**config.mk**
```make
export PLATFORM = sky130hd
export DESIGN_NAME = load_align
export DESIGN_NICKNAME = d
export VERILOG_FILES = /design/src/common/lsu_pkg.sv /design/src/lsu/load_align.sv
export SDC_FILE = /design/constraint.sdc
export NUM_CORES = 1
export LEC_CHECK = 0
export BUFFER_PORTS_ARGS = -buffer_cell sky130_fd_sc_hd__buf_4
export CORE_AREA = 2 2 63 65
export DETAILED_ROUTE_END_ITERATION = 12
export DIE_AREA = 0 0 65 67
export GPL_TIMING_DRIVEN = 0
export PLACE_DENSITY = 0.62
export SLEW_MARGIN = 20
export SYNTH_ARGS = -nofsm -noshare
export SYNTH_HDL_FRONTEND = slang
export SYNTH_SLANG_ARGS = --single-unit
```
**constraint.sdc**
```tcl
create_clock -name clk -period 1.8 [get_ports clk]
set_clock_uncertainty 0.05 [all_clocks]
set_input_delay 0.18 -clock clk [delete_from_list [all_inputs] [get_ports clk]]
set_output_delay 0.18 -clock clk [all_outputs]
set_load 0.01 [all_outputs]
```
**src/common/lsu_pkg.sv**
```systemverilog
`default_nettype none

package lsu_pkg;

    localparam int xlen      = 32;
    localparam int ram_words = 256;
    localparam int ram_aw    = 8;

    // control word type field
    localparam logic [3:0] op_mem    = 4'd5;
    localparam logic [3:0] op_atomic = 4'd6;

    // subtypes under op_mem
    localparam logic [4:0] sub_ld_b  = 5'd0;
    localparam logic [4:0] sub_ld_h  = 5'd1;
    localparam logic [4:0] sub_ld_w  = 5'd2;
    localparam logic [4:0] sub_st_b  = 5'd3;
    localparam logic [4:0] sub_st_h  = 5'd4;
    localparam logic [4:0] sub_st_w  = 5'd5;
    localparam logic [4:0] sub_ld_bu = 5'd6;
    localparam logic [4:0] sub_ld_hu = 5'd7;
    localparam logic [4:0] sub_ibar  = 5'd8;

    // subtypes under op_atomic
    localparam logic [4:0] sub_ll = 5'd0;
    localparam logic [4:0] sub_sc = 5'd1;

    typedef struct packed {
        logic [19:0] rsvd_hi;
        logic [4:0]  subtype;   // bits 11..7
        logic [2:0]  rsvd_lo;
        logic [3:0]  typ;       // bits 3..0
    } ctrl_fields_t;

    typedef union packed {
        logic [31:0]  raw;
        ctrl_fields_t f;
    } ctrl_word_u;

    // shape of the value returned to the pipeline
    typedef enum logic [2:0] {
        lk_byte_s = 3'd0,
        lk_byte_u = 3'd1,
        lk_half_s = 3'd2,
        lk_half_u = 3'd3,
        lk_word   = 3'd4,
        lk_sc     = 3'd5,
        lk_none   = 3'd6
    } load_kind_e;

endpackage

`default_nettype wire

```
**src/lsu/load_align.sv**
```systemverilog
`timescale 1ns/10ps
`default_nettype none

module load_align
    import lsu_pkg::*;
(
    input  logic            clk,
    input  logic            arst_n,
    input  logic            op_valid,
    input  load_kind_e      load_kind,
    input  logic [1:0]      byte_off,
    input  logic            sc_ok,
    input  logic [xlen-1:0] rdata,
    output logic            mem_done,
    output logic [xlen-1:0] mem_rdata
);

    logic       done_q;
    load_kind_e kind_q;
    logic [1:0] off_q;
    logic       sc_q;
    logic [7:0]  sel_b;
    logic [15:0] sel_h;

    always_ff @(posedge clk or negedge arst_n)
    begin
        if (!arst_n)
        begin
            done_q <= 1'b0;
            kind_q <= lk_none;
        end
        else
        begin
            done_q <= op_valid;
            kind_q <= load_kind;
        end
    end

    always_ff @(posedge clk)
    begin
        off_q <= byte_off;
        sc_q  <= sc_ok;
    end

    assign sel_b = rdata[8*off_q +: 8];
    assign sel_h = off_q[1] ? rdata[31:16] : rdata[15:0];

    always_comb
    begin
        case (kind_q)
            lk_byte_s: mem_rdata = {{24{sel_b[7]}}, sel_b};
            lk_byte_u: mem_rdata = {24'b0, sel_b};
            lk_half_s: mem_rdata = {{16{sel_h[15]}}, sel_h};
            lk_half_u: mem_rdata = {16'b0, sel_h};
            lk_word:   mem_rdata = rdata;
            lk_sc:     mem_rdata = {31'b0, sc_q};
            default:   mem_rdata = '0;                  // stores and ibar
        endcase
    end

    assign mem_done = done_q;

endmodule

`default_nettype wire

```
# Word-level counts from Yosys, hierarchy flattened
# Index checks and enable logic that the tools add are counted.
# word_totals
wordCells	13
in_bits	41
output_inout_bits	33
regBits	7
# classes
n_reduce_logical	1
shift	1
eq_ne	5
mux	2
# ops
operator	n
$pmux W32 S6	1
$shiftx A32 B6 Y8	1
$mux W16	1
$eq A3 B2 Y1 const B	2
$eq A3 B3 Y1 const B	2
$eq A3 B1 Y1 const B	1
$logic_not A3 Y1	1

# Logic depth before layout (Yosys ltp)
# depth
ltp_word	2
mapped_depth	5
ltp_nobuf	3

# Worst setup path before layout
# OpenSTA, ideal clock, no wires.
# synth_timing
path_kind	reg-to-output
start	register kind_q[2]
end	output mem_rdata[16]
slack_ns	0.091
required_ns	1.570
path_buffers	3
arrival_time_ns	1.479
stages_incl_launch_ff	6
path_cell_list	dfstp_2 > buf_2 > buf_4 > buf_2 > a22oi_1 > a211oi_1
# synth_via
elab_chain_len	2
word_cells_on_any_way	7
cone_classes	eq/ne (5); mux (1); reduce/logical (1)
# synth_lines
element	line	text
start, declared	load_align.sv:19	load_kind_e kind_q;
start signal, assigned	load_align.sv:30	kind_q <= lk_none;
start signal, assigned	load_align.sv:35	kind_q <= load_kind;
$eq A3 B3 Y1, or another cell as far along	load_align.sv:50	case (kind_q)
$pmux W32 S6 (*)	load_align.sv:50	
end, declared	load_align.sv:15	output logic [xlen-1:0] mem_rdata
# Every way passes the cells marked *; elsewhere a longest branch is shown, timed or not.

# Worst setup path in the final report
# layout_timing
start	register kind_q[1]
end	output mem_rdata[29]
# Same word-level chain as after synthesis.

==> reports/results.txt <==
outcome - finished, violations left
failing checks - setup timing
root buffer cell - clkbuf_8
WP data arrival - 1.74 ns
IO Pins - 74
Setup WS post-layout - -0.1741 ns
WHS Endpoint - kind_q[1]
count of pins over their slew limit - 0
Die H - 67 um
Critical Path Fanout Max - 6
cts bufs inserted - 3
commonest cells after routing, fill and taps aside - 93 x buf_4, 14 x buf_6, 13 x a22oi_2, 13 x a211oi_2
# fillers - 304
footprint of the multi-input gates - 1005 um2
Routed WL - 4765 um
die width - 65 um
placer congestion estimate - 0.9343
fin crit share - 1.097
Gate power share - 0.612
HP Class - in2reg
power density cells - 443.7 nW/um2
final setup vio count - 30
commonest non-fill, non-tap cell in the layout - buf_4
Initial Util - 0.2935
nature of the critical path startpoint - flip-flop
yosys warns - 0
mean post-synth cell area - 8.676 um2
n_diodes - 0
Gate Count Post-Synth - 122
nets - 271
grt met3 use - 0.02534
max capacitance violation total - 0
M2 GR Usage - 0.4072
Reg power frac - 0.175
Final Hold Viols - 0
RSZ-0062 raised after global routing - true
Final min period - 1.974 ns
Iter 0 DRT Violations - 111
sw frac - 0.3450
sequential area share after synthesis - 0.1537
Least-Margin Pin Slew - 0.3885 ns
internal power - 0.6662 mW
final HPWL from detailed placement - 3194 um
fmax - 0.5066 GHz
FF+latch area - 166.4 um2
global routing's busiest layer - met2
Clock Sinks - 7
synthesized cell area - 1059 um2
clock power share - 0.214
WS Path Type - reg2out
Port Buf Inserts - 73
CP endpoint kind - primary output
syn_nets - 163
Antenna Nets Post-Route - 0
GR Layer Usage met1 - 0.2447
relative slew slack - 0.7410
Max Root-Sink Buffers - 2
die area - 4355 um2
share of layout cells above drive strength 1 - 0.7598
Post-Route Utilization - 0.6357
pin count of the biggest net entering global routing - 11
initial antenna violation count - 0
Syn-to-layout area delta - 116.5%
P_leak - 1.028 nW
Yosys cell types - 33
# DRC - 0
vias - 1523
NetSw - 0.3509 mW
drt first pass iters - 4
worst hold start - load_kind[1]
FF+latch count, synth - 7
vias in the first global route - 1487
GRT Overall Usage - 0.2150
CP required - 1.57 ns
drt wl/cell - 17.20 um
worst hold slack - 0.01287 ns
# rows - 22
clock slew seen by the registers of the worst setup and hold paths - 0.04 ns
Peak VDD IR - 414.8 uV
GRT overflow - 0
first-pass GRT wire length - 7300 um
hold depth - 1
drt via density - 5.498
Core ar. - 3606 um2
CTS tree - built
H-tree depth reported by CTS - 1
[how the worst max path moves through the flow]
stage,from,end,slack (ns),cells after the start
floorplan,kind_q[2],mem_rdata[16],0.09,5
global placement,kind_q[2],mem_rdata[23],-0.07,6
detailed placement,kind_q[2],mem_rdata[23],-0.09,6
CTS,kind_q[2],mem_rdata[4],-0.15,4
global route,kind_q[1],mem_rdata[30],-0.22,5
finish,kind_q[1],mem_rdata[29],-0.17,6
[final cells by class]
class | instances | area share
multi-input combinational | 97 | 0.4383
timing repair buffer | 105 | 0.3745
sequential | 7 | 0.07260
buffer | 14 | 0.06550
tap | 48 | 0.02620
clock buffer | 4 | 0.01965
inverter | 2 | 0.003275
[cells in the mapped netlist]
master	n	area (um2)
a22oi_1	16	120.1
a211oi_1	14	105.1
a21oi_1	10	50.05
mux2i_1	9	90.09
nor2_1	8	30.03
buf_4	7	52.55
nor2b_1	7	43.79
a221o_1	6	60.06
a2bb2oi_1	6	52.55
buf_2	3	15.01
clkbuf_1	3	11.26
dfxtp_1	3	60.06
a211oi_2	2	25.02
buf_6	2	22.52
dfrtp_1	2	50.05
dfstp_2	2	52.55
inv_1	2	7.510
mux2_2	2	22.52
mux2_4	2	30.03
nor2b_2	2	17.52
or3b_1	2	17.52
a21boi_4	1	18.77
a22oi_4	1	21.27
a31o_2	1	8.760
a31oi_1	1	6.260
a32oi_1	1	8.760
buf_1	1	3.750
nand2b_1	1	6.260
nor3b_2	1	12.51
o21a_1	1	7.510
o31ai_1	1	7.510
o31ai_2	1	12.51
o32ai_1	1	8.760
[power by group through the flow]
stage	Sequential, mW	Clock (mW)	Combinational, mW
after floorplan	0.174	0	0.238
after global placement	0.175	0	0.442
after detailed placement	0.176	0	0.447
after CTS	0.177	0.227	0.567
after global routing	0.179	0.235	0.657
final	0.178	0.217	0.622
[per-layer routing]
metal	routed length (um)	share of wire
met5	0	0
met4	66	0.014
met3	339	0.071
met2	2557	0.54
met1	1802	0.38
[registers in the layout, summed over array words and instances (netlist names)]
register,flops
kind_q,3
mem_done,1
off_q,2
sc_q,1
[timing repair]
item                                    in CTS  in global routing
hold buffers                                 6                  0
pin swaps                                   24                 17
endpoints found under the setup margin      32                 32
cloned                                       5                  0
setup buffers                               13                  8
endpoints found under the hold margin        9                  0
gates resized for setup                     49                 32
[stage by stage]
stage	total power, mW	cells	setup slack (ns)	setup TNS (ns)	instance area (um2)
2_1_floorplan	0.4120	122	0.09103	0	1059
4_1_cts	0.9711	269	-0.1525	-3.381	2122
6_report	1.017	277	-0.1741	-3.269	2292
3_5_place_dp	0.6223	243	-0.08590	-0.6623	1667
3_3_place_gp	0.6166	243	-0.06654	-0.3390	1667
5_1_grt	1.070	277	-0.2202	-5.076	2292
[worst max-delay path, stage by stage, from the launching register on]
cell and delay [ns]:
dfstp_2 0.58, nor2b_4 0.27, buf_6 0.16, buf_4 0.11, a22oi_2 0.05, a211oi_2 0.19
buf_4 0.15
[cells by family after synthesis]
group / after synthesis / share of synthesized area
AOI/OAI and AO/OA: 63 / 0.4847
DFF: 7 / 0.1537
buffers and inverters: 18 / 0.1064
muxes: 13 / 0.1348
and+or+nand+nor: 21 / 0.1206
Note: power is estimated with default switching activity, not from simulation.
