===== src/common/lsu_pkg.sv =====
`default_nettype none

package lsu_pkg;

    localparam int xlen      = 32;
    localparam int ram_words = 256;
    localparam int ram_aw    = 8;

    // control word type field
    localparam logic [3:0] op_mem    = 4'd5;
    localparam logic [3:0] op_atomic = 4'd6;

    // subtypes under op_mem
    localparam logic [4:0] sub_ld_b  = 5'd0;
    localparam logic [4:0] sub_ld_h  = 5'd1;
    localparam logic [4:0] sub_ld_w  = 5'd2;
    localparam logic [4:0] sub_st_b  = 5'd3;
    localparam logic [4:0] sub_st_h  = 5'd4;
    localparam logic [4:0] sub_st_w  = 5'd5;
    localparam logic [4:0] sub_ld_bu = 5'd6;
    localparam logic [4:0] sub_ld_hu = 5'd7;
    localparam logic [4:0] sub_ibar  = 5'd8;

    // subtypes under op_atomic
    localparam logic [4:0] sub_ll = 5'd0;
    localparam logic [4:0] sub_sc = 5'd1;

    typedef struct packed {
        logic [19:0] rsvd_hi;
        logic [4:0]  subtype;   // bits 11..7
        logic [2:0]  rsvd_lo;
        logic [3:0]  typ;       // bits 3..0
    } ctrl_fields_t;

    typedef union packed {
        logic [31:0]  raw;
        ctrl_fields_t f;
    } ctrl_word_u;

    // shape of the value returned to the pipeline
    typedef enum logic [2:0] {
        lk_byte_s = 3'd0,
        lk_byte_u = 3'd1,
        lk_half_s = 3'd2,
        lk_half_u = 3'd3,
        lk_word   = 3'd4,
        lk_sc     = 3'd5,
        lk_none   = 3'd6
    } load_kind_e;

endpackage

`default_nettype wire


===== src/common/mem_bus_if.sv =====
`timescale 1ns/10ps
`default_nettype none

interface mem_bus_if
    import lsu_pkg::*;
();
    logic              req;
    logic              we;
    logic [ram_aw-1:0] addr;    // word address
    logic [xlen-1:0]   wdata;
    logic [3:0]        wstrb;
    logic [xlen-1:0]   rdata;   // valid the cycle after a read

    modport requester (
        output req, we, addr, wdata, wstrb,
        input  rdata
    );

    modport memory (
        input  req, we, addr, wdata, wstrb,
        output rdata
    );

endinterface

`default_nettype wire


===== src/lsu/mem_req_decode.sv =====
`timescale 1ns/10ps
`default_nettype none

module mem_req_decode
    import lsu_pkg::*;
(
    input  logic [xlen-1:0] rj,
    input  logic [xlen-1:0] imm,
    input  ctrl_word_u      ctrl,
    input  logic [xlen-1:0] rd_data,
    input  logic            ex_valid,
    mem_bus_if.requester    bus,
    output logic            is_ll,
    output logic            is_sc,
    output load_kind_e      load_kind,
    output logic [1:0]      byte_off,
    output logic            ale,
    output logic            op_valid
);

    logic [xlen-1:0] addr;
    logic [1:0]      size;      // 0 byte, 1 half, 2 word
    logic            access;
    logic            wr;
    logic            misalign;
    logic [3:0]      strb;
    logic [xlen-1:0] lane_data;

    assign addr     = rj + imm;
    assign byte_off = addr[1:0];

    always_comb
    begin
        op_valid  = 1'b0;
        access    = 1'b0;
        wr        = 1'b0;
        size      = 2'd2;
        is_ll     = 1'b0;
        is_sc     = 1'b0;
        load_kind = lk_none;
        if (ex_valid)
        begin
            if (ctrl.f.typ == op_mem)
            begin
                op_valid = 1'b1;
                access   = 1'b1;
                case (ctrl.f.subtype)
                    sub_ld_b:  begin size = 2'd0; load_kind = lk_byte_s; end
                    sub_ld_h:  begin size = 2'd1; load_kind = lk_half_s; end
                    sub_ld_w:  load_kind = lk_word;
                    sub_st_b:  begin size = 2'd0; wr = 1'b1; end
                    sub_st_h:  begin size = 2'd1; wr = 1'b1; end
                    sub_st_w:  wr = 1'b1;
                    sub_ld_bu: begin size = 2'd0; load_kind = lk_byte_u; end
                    sub_ld_hu: begin size = 2'd1; load_kind = lk_half_u; end
                    sub_ibar:  access = 1'b0;                 // no-op, no cache here
                    default:
                    begin
                        op_valid = 1'b0;
                        access   = 1'b0;
                    end
                endcase
            end
            else if (ctrl.f.typ == op_atomic)
            begin
                case (ctrl.f.subtype)
                    sub_ll:
                    begin
                        op_valid  = 1'b1;
                        access    = 1'b1;
                        is_ll     = 1'b1;
                        load_kind = lk_word;
                    end
                    sub_sc:
                    begin
                        op_valid  = 1'b1;
                        access    = 1'b1;
                        wr        = 1'b1;
                        is_sc     = 1'b1;
                        load_kind = lk_sc;
                    end
                    default: ;
                endcase
            end
        end
    end

    // little endian lanes, data replicated so strobes pick the lane
    always_comb
    begin
        case (size)
            2'd0:
            begin
                misalign  = 1'b0;
                strb      = 4'b0001 << byte_off;
                lane_data = {4{rd_data[7:0]}};
            end
            2'd1:
            begin
                misalign  = byte_off[0];
                strb      = 4'b0011 << byte_off;
                lane_data = {2{rd_data[15:0]}};
            end
            default:
            begin
                misalign  = |byte_off;
                strb      = 4'b1111;
                lane_data = rd_data;
            end
        endcase
    end

    assign ale       = access & misalign;
    assign bus.req   = access & ~misalign;     // misaligned never reaches ram
    assign bus.we    = wr;
    assign bus.addr  = addr[ram_aw+1:2];
    assign bus.wdata = lane_data;
    assign bus.wstrb = strb;

endmodule

`default_nettype wire


===== src/flat_wrapper.sv =====
// flat-port wrapper written by rule: the top's interface ports become plain ports
module mem_req_decode_flat import lsu_pkg::*;
  (rj, imm, ctrl, rd_data, ex_valid, is_ll, is_sc, load_kind, byte_off, ale, op_valid, bus_req, bus_we, bus_addr, bus_wdata, bus_wstrb, bus_rdata);
  mem_bus_if bus_i ();
  input  logic [xlen-1:0] rj;
  input  logic [xlen-1:0] imm;
  input  ctrl_word_u ctrl;
  input  logic [xlen-1:0] rd_data;
  input  logic ex_valid;
  output logic is_ll;
  output logic is_sc;
  output load_kind_e load_kind;
  output logic [1:0] byte_off;
  output logic ale;
  output logic op_valid;
  output wire logic [$bits(bus_i.req)-1:0] bus_req;
  output wire logic [$bits(bus_i.we)-1:0] bus_we;
  output wire logic [$bits(bus_i.addr)-1:0] bus_addr;
  output wire logic [$bits(bus_i.wdata)-1:0] bus_wdata;
  output wire logic [$bits(bus_i.wstrb)-1:0] bus_wstrb;
  input wire logic [$bits(bus_i.rdata)-1:0] bus_rdata;
  assign bus_req = bus_i.req;
  assign bus_we = bus_i.we;
  assign bus_addr = bus_i.addr;
  assign bus_wdata = bus_i.wdata;
  assign bus_wstrb = bus_i.wstrb;
  assign bus_i.rdata = bus_rdata;
  mem_req_decode u_core (.rj(rj), .imm(imm), .ctrl(ctrl), .rd_data(rd_data), .ex_valid(ex_valid), .bus(bus_i), .is_ll(is_ll), .is_sc(is_sc), .load_kind(load_kind), .byte_off(byte_off), .ale(ale), .op_valid(op_valid));
endmodule

===== config.mk =====
export PLATFORM = sky130hd
export DESIGN_NAME = mem_req_decode_flat
export DESIGN_NICKNAME = d
export VERILOG_FILES = /design/src/common/lsu_pkg.sv /design/src/common/mem_bus_if.sv /design/src/lsu/mem_req_decode.sv /design/src/flat_wrapper.sv
export SDC_FILE = /design/constraint.sdc
export NUM_CORES = 1
export LEC_CHECK = 0
export BUFFER_PORTS_ARGS = -buffer_cell sky130_fd_sc_hd__clkbuf_2
export CORE_AREA = 2 2 84 86
export DETAILED_ROUTE_END_ITERATION = 12
export DIE_AREA = 0 0 86 88
export MAX_ROUTING_LAYER = met4
export SYNTH_ARGS = -nofsm -noshare
export SYNTH_HDL_FRONTEND = slang
export SYNTH_SLANG_ARGS = --single-unit
export TNS_END_PERCENT = 20

===== constraint.sdc =====
create_clock -name vclk -period 1.5
set_input_delay 0.075 -clock vclk [all_inputs]
set_output_delay 0.075 -clock vclk [all_outputs]
set_load 0.02 [all_outputs]

# ---- Word level (Yosys, flattened, before mapping)
# Index checks and enable logic that the tools add are counted.
dict set report word_totals {
  ff_bits 0
  latch_bits 0
  ramBits 0
  romBits 0
  inputBits 161
  output_inout_bits 55
  elab_cells 56
  mem_count 0
}
dict set report classes {
  add_sub_neg 1
  n_mul 0
  div 0
  order_cmp 0
  eq_ne 11
  shifts 2
  mux 30
  n_bitwise 3
  reduce_logical 9
}
# cell count
set ops {}
lappend ops {{$pmux W32 S2} 1}
lappend ops {{$eq A5 B3 Y1 const B} 4}
lappend ops {{$mux W1} 19}
lappend ops {{$pmux W3 S5} 1}
lappend ops {{$add A10 B10 Y10} 1}
lappend ops {{$eq A5 B2 Y1 const B} 2}
lappend ops {{$mux W3} 3}
lappend ops {{$reduce_or A3 Y1} 3}
lappend ops {{$reduce_or A9 Y1} 1}
lappend ops {{$eq A4 B3 Y1 const B} 2}
lappend ops {{$pmux W2 S2} 2}
lappend ops {{$pmux W4 S2} 1}
lappend ops {{$reduce_or A8 Y1} 1}
lappend ops {{$eq A5 B1 Y1 const B} 1}
lappend ops {{$eq A5 B4 Y1 const B} 1}
lappend ops {{$logic_not A5 Y1} 1}
lappend ops {{$mux W2} 2}
lappend ops {{$reduce_or A2 Y1} 2}
lappend ops {{$shl A1 B2 Y4 const A} 1}
lappend ops {{$shl A2 B2 Y4 const A} 1}
lappend ops {{$and A1 B1 Y1} 2}
lappend ops {{$eq A2 B1 Y1 const B} 1}
lappend ops {{$logic_not A2 Y1} 1}
lappend ops {{$pmux W1 S2} 1}
lappend ops {{$not A1 Y1} 1}

# ---- Longest topological paths before layout
dict set report depth {
  depth_word 9
  mapped_depth 6
}

# ---- Least setup slack after synthesis
# No wires, ideal clock.
dict set report synth_timing {
  path_kind {input port to output port}
  from {input port rj[0]}
  to {output port bus_req}
  arrival_ns 1.651
  t_required_ns 1.425
  slack_ns -0.226
  stages 5
  path_cell_list {ha_1 fa_1 inv_1 a21oi_1 o32ai_1}
}
dict set report synth_via {
  elab_chain_cells 5
}
# item line_no
set synth_lines {}
lappend synth_lines {{start, declared} flat_wrapper.sv:5} ;# input logic [xlen-1:0] rj;
lappend synth_lines {{$add A10 B10 Y10} mem_req_decode.sv:29} ;# assign addr = rj + imm;
lappend synth_lines {{named net byte_off[1]} flat_wrapper.sv:13} ;# output logic [1:0] byte_off;
lappend synth_lines {{$reduce_or A2 Y1} mem_req_decode.sv:106} ;# misalign = |byte_off;
lappend synth_lines {{$pmux W1 S2} mem_req_decode.sv:91} ;# case (size)
lappend synth_lines {{$not A1 Y1} mem_req_decode.sv:114} ;# assign bus.req = access & ~misalign;
lappend synth_lines {{$and A1 B1 Y1} mem_req_decode.sv:114}
lappend synth_lines {{end, declared} flat_wrapper.sv:16} ;# output wire logic [$bits(bus_i.req)-1:0] bus_req;
# The timed path passes the listed nets, and every way through them passes these cells.

# ---- Worst setup path in the final report
dict set report layout_timing {
  from {input port rj[0]}
  to {output port bus_addr[6]}
}
dict set report layout_via {
  elab_chain_cells 1
}
# item line_no
set layout_lines {}
lappend layout_lines {{$add A10 B10 Y10} mem_req_decode.sv:29}
lappend layout_lines {{end, declared} flat_wrapper.sv:18} ;# output wire logic [$bits(bus_i.addr)-1:0] bus_addr;
# No other way between the ends.

==> flow_summary.json <==
{
  "status": "finished with violations",
  "failed_checks": "setup timing",
  "port_buffers": 117,
  "die_w_um": 86,
  "period_share_pct": 109,
  "firstDrtPassIters": 4,
  "pwr-share-seq_pct": 0,
  "totalNegativeSetupSlack_ps": -805,
  "worst_ir_drop_vdd_mv": 0.0926,
  "io_pins": 216,
  "start_util_pct": 18.3,
  "max_freq_mhz": 613,
  "area_growth_syn_to_layout_pct": 92.8,
  "antenna_found_initial": 0,
  "via_per_inst": 4.88,
  "synth_cell_types": 49,
  "grt.total_usage_pct": 12.8,
  "max-slew-margin-rel_pct": 76.5,
  "path_cells": "buf_6 > ha_4 > fa_2 > a21oi_2 > o22ai_2 > o41ai_2 > xnor2_1 > buf_4",
  "swShare_pct": 52.8,
  "p_switching_mw": 0.440,
  "dp.cells": 382,
  "combPwrFrac_pct": 100.0,
  "synthCells": 167,
  "clock_buffers": 0,
  "seqCellArea_sq_um": 0,
  "power_mw": 0.834,
  "gp_congestion": 0.811,
  "synth-seq-area-share_pct": 0,
  "intPower_mw": 0.394,
  "syn_area_sq_mm": 0.00122,
  "fin_cells": 384,
  "cp_slowest_stage_delay_ps": 350,
  "die_y_um": 88,
  "core_sq_mm": 0.00664,
  "gr-total-overflow": 0,
  "nNetsFinal": 477,
  "routedWlPerCell_um": 13.6,
  "postRouteWirelength_um": 5240,
  "first_iter_violations": 82,
  "dpl.hpwl_um": 4400,
  "diodes": 0,
  "avgSynthCellArea_sq_um": 7.29,
  "grt_max_degree": 17,
  "worstPathRequired_ps": 1420,
  "holdCritPathClass": "input pin to output port",
  "period_needed_ps": 1630,
  "rsz0062_at_grt": "true",
  "rows": 30,
  "crit_family": "compound AO/OA/AOI/OAI gates",
  "critPathLaunchType": "input pin",
  "drv_cap": 0,
  "cp.buffers_inverters": 2,
  "critPathLaunch": "rj[0]",
  "drcViolationCount": 0,
  "path_class": "input pin to output port",
  "maxSlewViolCount": 0,
  "seq_cells": 0,
  "crit_path_end": "bus_addr[6]",
  "power_density_mw_per_mm2": 355,
  "place_area_sq_mm": 0.00212,
  "p_leak_nw": 1.12,
  "tightestPinTransition_ps": 351,
  "post-route-util_pct": 35.3,
  "power.share.clock_pct": 0,
  "crit_slowest_cell": "fa_2",
  "vias": 1873,
  "drt.antenna.violating_nets": 0,
  "cp.arrival_ps": 1560,
  "syn-num-nets": 338,
  "worstSetupPathDepth": 8,
  "cp-end-kind": "output port",
  "grt_pass1_vias": 1638,
  "yosys_warnings": 0,
  "setup_slack_ps": -130,
  "stdcell_area_sq_mm": 0.00235,
  "layout-drive-gt1-share_pct": 67.1,
  "die_area_sq_mm": 0.00757,
  "setup_viol": 17,
  "cp_max_fo": 3,
  "grt_pass1_wl_um": 7790,
  "hold_violations": 0,
  "hold_buffers": 0
}
-- worst min path at each step --
stage	startpoint	to	slack, ps	depth (start not counted)
floorplan	rd_data[0]	bus_wdata[0]	260	1
global placement	rd_data[2]	bus_wdata[2]	410	2
detailed placement	rd_data[5]	bus_wdata[5]	410	2
CTS	rd_data[5]	bus_wdata[5]	410	2
global route	rd_data[5]	bus_wdata[5]	420	2
finish	rd_data[5]	bus_wdata[5]	410	2
-- synth_stat cells (4+ instances only) --
cell type	number	area, sq um
a21oi_1	19	95.1
mux2_2	14	158
buf_4	12	90.1
nand2b_1	11	68.8
a31oi_1	10	62.6
ha_1	9	113
nand3_1	9	45.0
nor2_1	8	30.0
and2_1	5	31.3
nor3_1	5	25.0
o21ai_0	4	20.0
xnor2_1	4	35.0
xor2_1	4	35.0
-- through the flow --
stage	setup slack, ps	hold slack [ps]
after CTS	-161	410
after global placement	-222	405
after floorplan	-56.3	263
after global routing	-183	417
final	-130	406
after detailed placement	-234	410
-- cells in the final DEF (no fill, tap or decap), types with 4 or more instances in the layout --
cell      instances
nand2b_1         11
buf_4            47
clkbuf_2         87
nor3_1            4
ha_1              7
nor2_1            7
a31oi_1           9
buf_2             9
a21oi_2           6
mux2_2           14
a21oi_1          13
xnor2_1           4
buf_6             9
nand3_1           8
-- metal layers --
metal | wire (um) | vias up | GRT usage (%)
li1 | - | 903 | -
met2 | 2420 | 88 | 20.8
met5 | 0 | - | -
met4 | 0 | 0 | 0
met3 | 454 | 0 | 0.943
met1 | 2370 | 882 | 18.5
-- layout make-up --
type / instances / area (sq um)
fillers: 694 / 4300
inverters: 3 / 11.3
multi-input cells: 145 / 1230
well taps: 80 / 100
repair buffers: 156 / 1000
-- power by group through the flow --
stage	clock network [mW]	logic, mW	registers (mW)
2_1_floorplan	0	0.436	0
3_3_place_gp	0	0.737	0
3_5_place_dp	0	0.738	0
4_1_cts	0	0.809	0
5_1_grt	0	0.901	0
6_report	0	0.834	0
-- logic make-up after synthesis --
family | count (synthesis) | synth area share [%]
compound gates | 51 | 26.6
xor+xnor | 8 | 5.75
fa+ha+maj | 10 | 10.9
buf+inv | 22 | 12.6
mux | 17 | 15.6
simple gates | 59 | 28.5
-- what timing repair did --
| item | CTS | global route |
|---|---|---|
| gates resized for setup | 38 | 49 |
| pin swaps | 10 | 9 |
| cloned | 0 | 1 |
| setup buffers | 1 | 0 |
| endpoints found under the setup margin | 34 | 36 |
Note: power is estimated with default switching activity, not from simulation.
