File: src/common/lsu_pkg.sv
`default_nettype none

package lsu_pkg;

    localparam int xlen      = 32;
    localparam int ram_words = 256;
    localparam int ram_aw    = 8;

    // control word type field
    localparam logic [3:0] op_mem    = 4'd5;
    localparam logic [3:0] op_atomic = 4'd6;

    // subtypes under op_mem
    localparam logic [4:0] sub_ld_b  = 5'd0;
    localparam logic [4:0] sub_ld_h  = 5'd1;
    localparam logic [4:0] sub_ld_w  = 5'd2;
    localparam logic [4:0] sub_st_b  = 5'd3;
    localparam logic [4:0] sub_st_h  = 5'd4;
    localparam logic [4:0] sub_st_w  = 5'd5;
    localparam logic [4:0] sub_ld_bu = 5'd6;
    localparam logic [4:0] sub_ld_hu = 5'd7;
    localparam logic [4:0] sub_ibar  = 5'd8;

    // subtypes under op_atomic
    localparam logic [4:0] sub_ll = 5'd0;
    localparam logic [4:0] sub_sc = 5'd1;

    typedef struct packed {
        logic [19:0] rsvd_hi;
        logic [4:0]  subtype;   // bits 11..7
        logic [2:0]  rsvd_lo;
        logic [3:0]  typ;       // bits 3..0
    } ctrl_fields_t;

    typedef union packed {
        logic [31:0]  raw;
        ctrl_fields_t f;
    } ctrl_word_u;

    // shape of the value returned to the pipeline
    typedef enum logic [2:0] {
        lk_byte_s = 3'd0,
        lk_byte_u = 3'd1,
        lk_half_s = 3'd2,
        lk_half_u = 3'd3,
        lk_word   = 3'd4,
        lk_sc     = 3'd5,
        lk_none   = 3'd6
    } load_kind_e;

endpackage

`default_nettype wire

File: src/common/mem_bus_if.sv
`timescale 1ns/10ps
`default_nettype none

interface mem_bus_if
    import lsu_pkg::*;
();
    logic              req;
    logic              we;
    logic [ram_aw-1:0] addr;    // word address
    logic [xlen-1:0]   wdata;
    logic [3:0]        wstrb;
    logic [xlen-1:0]   rdata;   // valid the cycle after a read

    modport requester (
        output req, we, addr, wdata, wstrb,
        input  rdata
    );

    modport memory (
        input  req, we, addr, wdata, wstrb,
        output rdata
    );

endinterface

`default_nettype wire

File: src/logic/mem_arbiter.sv
`timescale 1ns/10ps
`default_nettype none

module mem_arbiter
    import lsu_pkg::*;
(
    input  logic         clk,
    input  logic         arst_n,
    mem_bus_if.memory    pipe,
    mem_bus_if.memory    ext,
    mem_bus_if.requester ram,
    output logic         ext_gnt,
    output logic         ext_rvalid
);

    logic ext_sel;
    logic ext_rd_q;

    // pipeline always wins, it cannot be stalled
    assign ext_sel = ext.req & ~pipe.req;

    assign ram.req = pipe.req | ext_sel;

    always_comb
    begin
        if (ext_sel)
        begin
            ram.we    = ext.we;
            ram.addr  = ext.addr;
            ram.wdata = ext.wdata;
            ram.wstrb = ext.wstrb;
        end
        else
        begin
            ram.we    = pipe.we;
            ram.addr  = pipe.addr;
            ram.wdata = pipe.wdata;
            ram.wstrb = pipe.wstrb;
        end
    end

    assign pipe.rdata = ram.rdata;
    assign ext.rdata  = ram.rdata;

    assign ext_gnt = ext_sel;   // pulse, requester drops req after it

    always_ff @(posedge clk or negedge arst_n)
    begin
        if (!arst_n)
            ext_rd_q <= 1'b0;
        else
            ext_rd_q <= ext_sel & ~ext.we;
    end

    assign ext_rvalid = ext_rd_q;

endmodule

`default_nettype wire

File: src/flat_wrapper.sv
// flat-port wrapper written by rule: the top's interface ports become plain ports
module mem_arbiter_flat import lsu_pkg::*;
  (clk, arst_n, ext_gnt, ext_rvalid, pipe_req, pipe_we, pipe_addr, pipe_wdata, pipe_wstrb, pipe_rdata, ext_req, ext_we, ext_addr, ext_wdata, ext_wstrb, ext_rdata, ram_req, ram_we, ram_addr, ram_wdata, ram_wstrb, ram_rdata);
  mem_bus_if pipe_i ();
  mem_bus_if ext_i ();
  mem_bus_if ram_i ();
  input  logic clk;
  input  logic arst_n;
  output logic ext_gnt;
  output logic ext_rvalid;
  input wire logic [$bits(pipe_i.req)-1:0] pipe_req;
  input wire logic [$bits(pipe_i.we)-1:0] pipe_we;
  input wire logic [$bits(pipe_i.addr)-1:0] pipe_addr;
  input wire logic [$bits(pipe_i.wdata)-1:0] pipe_wdata;
  input wire logic [$bits(pipe_i.wstrb)-1:0] pipe_wstrb;
  output wire logic [$bits(pipe_i.rdata)-1:0] pipe_rdata;
  input wire logic [$bits(ext_i.req)-1:0] ext_req;
  input wire logic [$bits(ext_i.we)-1:0] ext_we;
  input wire logic [$bits(ext_i.addr)-1:0] ext_addr;
  input wire logic [$bits(ext_i.wdata)-1:0] ext_wdata;
  input wire logic [$bits(ext_i.wstrb)-1:0] ext_wstrb;
  output wire logic [$bits(ext_i.rdata)-1:0] ext_rdata;
  output wire logic [$bits(ram_i.req)-1:0] ram_req;
  output wire logic [$bits(ram_i.we)-1:0] ram_we;
  output wire logic [$bits(ram_i.addr)-1:0] ram_addr;
  output wire logic [$bits(ram_i.wdata)-1:0] ram_wdata;
  output wire logic [$bits(ram_i.wstrb)-1:0] ram_wstrb;
  input wire logic [$bits(ram_i.rdata)-1:0] ram_rdata;
  assign pipe_i.req = pipe_req;
  assign pipe_i.we = pipe_we;
  assign pipe_i.addr = pipe_addr;
  assign pipe_i.wdata = pipe_wdata;
  assign pipe_i.wstrb = pipe_wstrb;
  assign pipe_rdata = pipe_i.rdata;
  assign ext_i.req = ext_req;
  assign ext_i.we = ext_we;
  assign ext_i.addr = ext_addr;
  assign ext_i.wdata = ext_wdata;
  assign ext_i.wstrb = ext_wstrb;
  assign ext_rdata = ext_i.rdata;
  assign ram_req = ram_i.req;
  assign ram_we = ram_i.we;
  assign ram_addr = ram_i.addr;
  assign ram_wdata = ram_i.wdata;
  assign ram_wstrb = ram_i.wstrb;
  assign ram_i.rdata = ram_rdata;
  mem_arbiter u_core (.clk(clk), .arst_n(arst_n), .pipe(pipe_i), .ext(ext_i), .ram(ram_i), .ext_gnt(ext_gnt), .ext_rvalid(ext_rvalid));
endmodule
File: config.mk
export PLATFORM = sky130hd
export DESIGN_NAME = mem_arbiter_flat
export DESIGN_NICKNAME = d
export VERILOG_FILES = /design/src/common/lsu_pkg.sv /design/src/common/mem_bus_if.sv /design/src/logic/mem_arbiter.sv /design/src/flat_wrapper.sv
export SDC_FILE = /design/constraint.sdc
export NUM_CORES = 1
export LEC_CHECK = 0
export ABC_AREA = 1
export CAP_MARGIN = 5
export CORE_AREA = 2 2 92 94
export CTS_CLUSTER_SIZE = 30
export DETAILED_ROUTE_END_ITERATION = 7
export DIE_AREA = 0 0 94 96
export DONT_BUFFER_PORTS = 1
export PLACE_DENSITY_LB_ADDON = 0.12
export SLEW_MARGIN = 20
export SYNTH_ARGS = -nofsm -noshare
export SYNTH_HDL_FRONTEND = slang
export SYNTH_SLANG_ARGS = --single-unit
File: constraint.sdc
create_clock -name clk -period 1.27 [get_ports clk]
set_input_delay 0.254 -clock clk [delete_from_list [all_inputs] [get_ports clk]]
set_output_delay 0.254 -clock clk [all_outputs]
set_load 0.02 [all_outputs]
[Yosys cells after proc, flatten, opt, wreduce, memory -nomap -nowiden]
Index checks and enable logic that the tools add are counted.
Operators by class
  $mul: 0
  divide/modulo/power cells: 0
  $lt $le $gt $ge: 0
  $add $sub $neg: 0
  bitwise gates (word level): 5
  shifts and indexed selects: 0
  muxes and demuxes: 4
  equality and inequality tests: 0
  reduce and logical (&&, ||, !) cells: 0
Operators by type and width (number)
  $mux W32: 1
  $mux W8: 1
  $mux W4: 1
  $and A1 B1 Y1: 2
  $not A1 Y1: 2
  $mux W1: 1
  $or A1 B1 Y1: 1
Storage, ports and cells
  memories kept: 0
  bits in latches: 0
  bits in writable memories: 0
  word-level logic and storage cells: 10
  bits in registers: 1
  bits in read-only memories: 0

[Logic depth before layout (Yosys ltp)]
Gate-level depths: netlist of run 1.
  depth in word-level cells: 3
  mapped depth: 6

[Worst setup path after synthesis of run 1]
OpenSTA, ideal clock, no wires.
  path type: input port to output port
  from: input port pipe_req
  to: output port ram_wdata[10]
  buffers on the path: 2
  slack: 172 ps
  cell stages on the path: 6
  arrival: 844 ps
  cell sequence: inv_2 > nand2_2 > buf_6 > buf_6 > nand2_1 > nand2_1
On the way
  longest elaborated chain between the ends: 3
Ends and longest elaborated chain
  start, declared: RTL line flat_wrapper.sv:11  | input wire logic [$bits(pipe_i.req)-1:0] pipe_req;
  $not A1 Y1: RTL line mem_arbiter.sv:20  | assign ext_sel = ext.req & ~pipe.req;
  $and A1 B1 Y1: RTL line mem_arbiter.sv:20
  $mux W32: RTL line mem_arbiter.sv:26  | if (ext_sel)
  end, declared: RTL line flat_wrapper.sv:26  | output wire logic [$bits(ram_i.wdata)-1:0] ram_wdata;
Every way passes these cells.

[Final worst setup path of run 1]
  from: input port pipe_req
  to: output port ram_wdata[31]
The elaborated chain is that of the path after synthesis.

==> results of run 1 <==
## per-stage QoR
stage / std cells / power (uW) / instance area (um^2) / setup slack, ns
3_3_place_gp: 250 / 409 / 811 / 0.0898
2_1_floorplan: 219 / 678 / 1190 / 0.172
6_report: 251 / 403 / 821 / 0.118
4_1_cts: 251 / 410 / 821 / 0.0853
3_5_place_dp: 250 / 407 / 811 / 0.0842
5_1_grt: 251 / 444 / 821 / 0.0568
## power by group
group | switching, uW | internal [uW] | leakage, uW
sequential | 2.04 | 33.7 | 0.0000135
combinational | 281 | 85.4 | 0.000444
clock | 0 | 0 | 0
## cells in the mapped netlist (all sizes together)
cell type / n
or2: 1
inv: 2
buf: 78
nor2: 1
nand3: 45
dfrtp: 1
nand2: 91
## area by class of cell
type                    count  area share
repair buffers              5      0.0945
flip-flops and latches      1      0.0305
multi-input cells         138       0.706
inverters                   2     0.00915
well taps                 105       0.160
## worst max-delay path: stages
cell and delay, ns:
inv_2 0.06, buf_12 0.22, nand3_1 0.13, nand2_1 0.22
## kinds of logic (layout without fill, tap and decap cells)
| kind of cell | count (synthesis) | count (layout) | share of synthesized area |
|---|---|---|---|
| buffers and inverters | 80 | 7 | 0.494 |
| flip-flops | 1 | 1 | 0.0209 |
| AND/OR/NAND/NOR | 138 | 138 | 0.485 |
## per-layer routing
layer,wire (um),part of all wire,vias to the layer above
met5,0,0,-
met4,194,0.059,0
met3,392,0.12,30
met2,1640,0.50,88
met1,1080,0.33,372
li1,-,-,476
## how the worst max path moves through the flow
stage                   from  cells after the start            end
global route        pipe_req                      4  ram_wdata[31]
detailed placement  pipe_req                      4  ram_wdata[31]
finish              pipe_req                      4  ram_wdata[31]
global placement    pipe_req                      4  ram_wdata[31]
floorplan           pipe_req                      6  ram_wdata[10]
CTS                 pipe_req                      4  ram_wdata[31]
==> key figures, run 1 <==
Hold path
  • HP Class: in2reg
  • Hold Startpoint: ext_we
  • Hold path depth: 1
  • Worst hold path endpoint: u_core.ext_rvalid$_DFF_PN0_

Pwr
  • Peak supply drop: 0.0000799 V
  • Lkg Pwr: 0.000457 uW
  • Pwr dens: between 400 and 500 nW/um^2

Die
  • CORE AREA: just over 8000 um^2
  • Initial Util: 0.148
  • # IOs: 238
  • Die Ht: roughly 96 um
  • Die Width: 94 um
  • Site row count: 33
  • Die ar.: ~9000 um^2

Yosys
  • Synth area leaders: buf_4, nand2_1, nand3_1, buf_6, buf_2
  • Synth warn: 0
  • Cell Area, Synth: about 1200 um^2
  • Top cell type's share of synthesized area: 0.421
  • Sequential area share after synthesis: 0.0209
  • Largest area contributor in the synthesized netlist: buf_4
  • Synth Instances: 219
  • Net count after synthesis: 345
  • Flops & latches, synth: 1
  • Yosys cell types: 11
  • Syn avg cell area: 5.46 um^2

Routing
  • Iteration-0 DRC Markers: 36
  • Final ANT Viol Nets: 0
  • Total iterations of the first detailed-routing run: 4
  • Wire length per cell: 13.2 um
  • Via density: just under 4
  • Drt total wl: ~3300 um
  • Vias: 966
  • # DRC: 0

Global routing
  • Overflow after GRT: 0
  • GRT met2 Usage: 0.110
  • GR peak layer: met2
  • First-pass GRT wire length: 4180 um
  • GRT Total Usage: 0.0586
  • Grt met1 use: 0.0609
  • Initial antenna violation count: 0
  • Met3 GRT Util: 0.0110
  • Largest net degree at the start of global routing: 48
  • Vias in the first global route: 765

Finish
  • # diodes: 0
  • Commonest non-fill, non-tap cell in the layout: nand2_1
  • Final-layout fill cell count: 968
  • FF/Latch Area: between 20 and 30 um^2
  • Largest register FFs: 1
  • Area Overhead vs Synth: -31.3%
  • Final #Nets: 274
  • Final Core Density: 0.102
  • Footprint of the multi-input gates: a little under 600 um^2
  • Most frequent cells in the layout: nand2_1, nand3_1, buf_12
  • Share of cells above drive strength 1: 0.0479

Place
  • PortBufs: 0
  • HPWL after detailed placement: 2670 um
  • GP Congestion: 0.626

STA
  • Fin crit share: 0.907
  • Measured slew at the worst slew-check pin: 0.257 ns
  • Post-Route Hold Slack: 0.322 ns
  • Unrepaired setup endpoints after global routing: false
  • Tmin final: around 1.2 ns
  • Max Freq: 868 MHz
  • Max-slew violation count: 0
  • Final hold vios: 0
  • Slew Limit Headroom: 0.828
  • Setup_tns: 0 ns
  • Final Setup Violations: 0

Worst setup path
  • CP Max Fanout: 45
  • Arrival time worst endpoint: 0.90 ns
  • CP Launch Type: input pin
  • Crit. End Element: output port
  • Crit Path Category: in2out
  • CP Data Required Time: 1.02 ns

Clock tree
  • Post-CTS setup buffer count: 0
  • Post_cts resized: 0
  • Worst-path clk slew: 0 ns
  • Hold_buf cts: 1

Status
  • Status: finished clean

Run
  • Max-Cap Viols: 0
Power figures use the tool's default switching activity.
==> inputs of run 2 (changes only) <==
--- a/config.mk
+++ b/config.mk
@@ -7,10 +7,10 @@
 export LEC_CHECK = 0
 export ABC_AREA = 1
 export CAP_MARGIN = 5
-export CORE_AREA = 2 2 92 94
+export CORE_AREA = 2 2 91 93
 export CTS_CLUSTER_SIZE = 30
 export DETAILED_ROUTE_END_ITERATION = 7
-export DIE_AREA = 0 0 94 96
+export DIE_AREA = 0 0 93 95
 export DONT_BUFFER_PORTS = 1
 export PLACE_DENSITY_LB_ADDON = 0.12
 export SLEW_MARGIN = 20
==> run 2 against run 1 <==
Setup slack better by 0.016 ns; via count is 3.8% higher; first-iteration DRC count is 22% lower; sequential power hardly changed; flip-flop and latch count stayed put; die area is 2.1% lower; combinational power is 2% lower; routed wire length is 12% higher; critical path depth stayed put; sequential share of layout area is 0.066 points higher; cell area is 2.1% lower; worst hold slack better by 0.00058 ns; highest routed layer unchanged.
==> key figures, run 2 (synthesis gave the netlist of run 1 again) <==
Routing
  • Drt total wl: 3710 um (was 3310 um)
  • Final ANT Viol Nets: 0 (unchanged)
  • Total iterations of the first detailed-routing run: 4 (unchanged)
  • Via density: 3.98 (was 3.85)
  • Wire length per cell: 14.7 um (was 13.2 um)
  • # DRC: 0 (unchanged)
  • Vias: 1003 (was 966)
  • Iteration-0 DRC Markers: 28 (was 36)

Place
  • GP Congestion: 0.677 (was 0.626)
  • PortBufs: 0 (unchanged)
  • Setup WS pre-CTS: 0.101 ns (was 0.0842 ns)

Die
  • Initial Util: 0.151 (was 0.148)
  • # IOs: 238 (unchanged)
  • CORE AREA: 7930 um^2 (was 8050 um^2)
  • Die Width: 93 um (was 94 um)
  • Die Ht: 95 um (was 96 um)
  • Site row count: 33 (unchanged)
  • Die ar.: 8840 um^2 (was 9020 um^2)

Finish
  • Share of cells above drive strength 1: 0.0544 (was 0.0479)
  • Commonest non-fill, non-tap cell in the layout: nand2_1 (unchanged)
  • Final #Nets: 275 (was 274)
  • Area Overhead vs Synth: -32.8% (was -31.3%)
  • Most frequent cells in the layout: nand2_1, nand3_1, buf_4 (was nand2_1, nand3_1, buf_12)
  • # diodes: 0 (unchanged)
  • Largest register FFs: 1 (unchanged)
  • Final-layout fill cell count: 957 (was 968)
  • Final Core Density: 0.101 (was 0.102)

Global routing
  • Vias in the first global route: 785 (was 765)
  • Overflow after GRT: 0 (unchanged)
  • Largest net degree at the start of global routing: 48 (unchanged)
  • Initial antenna violation count: 0 (unchanged)
  • First-pass GRT wire length: 4620 um (was 4180 um)
  • GRT Total Usage: 0.0678 (was 0.0586)

STA
  • Slew Limit Headroom: 0.828 (about the same)
  • Tmin final: 1.14 ns (was 1.15 ns)
  • Max Freq: 880 MHz (was 868 MHz)
  • Final Setup Violations: 0 (unchanged)
  • Final hold vios: 0 (unchanged)
  • Setup_tns: 0 ns (unchanged)
  • Unrepaired setup endpoints after global routing: false (unchanged)
  • Measured slew at the worst slew-check pin: 0.257 ns (about the same)
  • Slack of the critical path: 0.134 ns (was 0.118 ns)
  • Fin crit share: 0.894 (was 0.907)
  • Max-slew violation count: 0 (unchanged)

Clock tree
  • Worst-path clk slew: 0 ns (about the same)
  • Post_cts resized: 0 (unchanged)
  • Hold_buf cts: 1 (unchanged)
  • Post-CTS setup buffer count: 0 (unchanged)

Worst setup path
  • Crit Path Category: in2out (unchanged)
  • Crit. End Element: output port (unchanged)
  • Arrival time worst endpoint: 0.88 ns (was 0.90 ns)
  • CP Data Required Time: 1.02 ns (about the same)
  • Slowest cell on crit path: buf_4 (was buf_12)
  • Critical Path, Cell by Cell: nand2_2 -> buf_4 -> nand2_1 -> nand2_1 (was inv_2 -> buf_12 -> nand3_1 -> nand2_1)
  • Max stage delay on crit path: 0.26 ns (was 0.22 ns)
  • CP Launch Type: input pin (unchanged)
  • CP Max Fanout: 47 (was 45)
  • Cell mode on critical path: nand2_1

Pwr
  • Lkg Pwr: 0.000452 uW (was 0.000457 uW)
  • Pwr dens: 494 nW/um^2 (was 490 nW/um^2)
  • Peak supply drop: 0.0000640 V (was 0.0000799 V)

Status
  • Status: finished clean (unchanged)

Run
  • Max-Cap Viols: 0 (unchanged)

Hold path
  • HP Class: in2reg (unchanged)
run 2: through the flow:
step	area (um^2)	cells	power (uW)	hold slack [ns]
floorplan	1190	219	678	-0.0416
global placement	793	251	404	-0.0415
detailed placement	793	251	403	-0.0415
CTS	803	252	406	0.326
global route	803	252	432	0.327
finish	803	252	396	0.323
run 2: per-layer routing:
metal	global-route usage	routed length [um]	up-vias
met1	0.0639	1130	404
li1	-	-	478
met4	0.0270	136	0
met5	0	0	-
met3	0.0192	457	16
met2	0.136	1990	105
run 2: cell type report:
cell class / instances / area (um^2) / share of cell area
multi-input cells: 138 / 579 / 0.721
repair buffers: 6 / 60.1 / 0.0748
inverters: 2 / 7.51 / 0.00935
well taps: 105 / 131 / 0.164
flip-flops and latches: 1 / 25.0 / 0.0312
run 2: worst paths after layout:
kind,start,to,cells after the start
worst max-delay path,ext_req,ram_wdata[1],4
worst min-delay path,ext_we,u_core.ext_rvalid$_DFF_PN0_,1
max in group asynchronous,arst_n,u_core.ext_rvalid$_DFF_PN0_,1
min in group asynchronous,arst_n,u_core.ext_rvalid$_DFF_PN0_,1
run 2: power breakdown:
group | internal (uW) | switching, uW
combinational | 78.8 | 282
clock | 0 | 0
sequential | 33.7 | 2.18
total | 112 | 284
run 2: worst max-delay path: cells and delay by family:
kind	cells	cell delay (ns)
buf+inv	1	0.26
simple gates	3	0.35
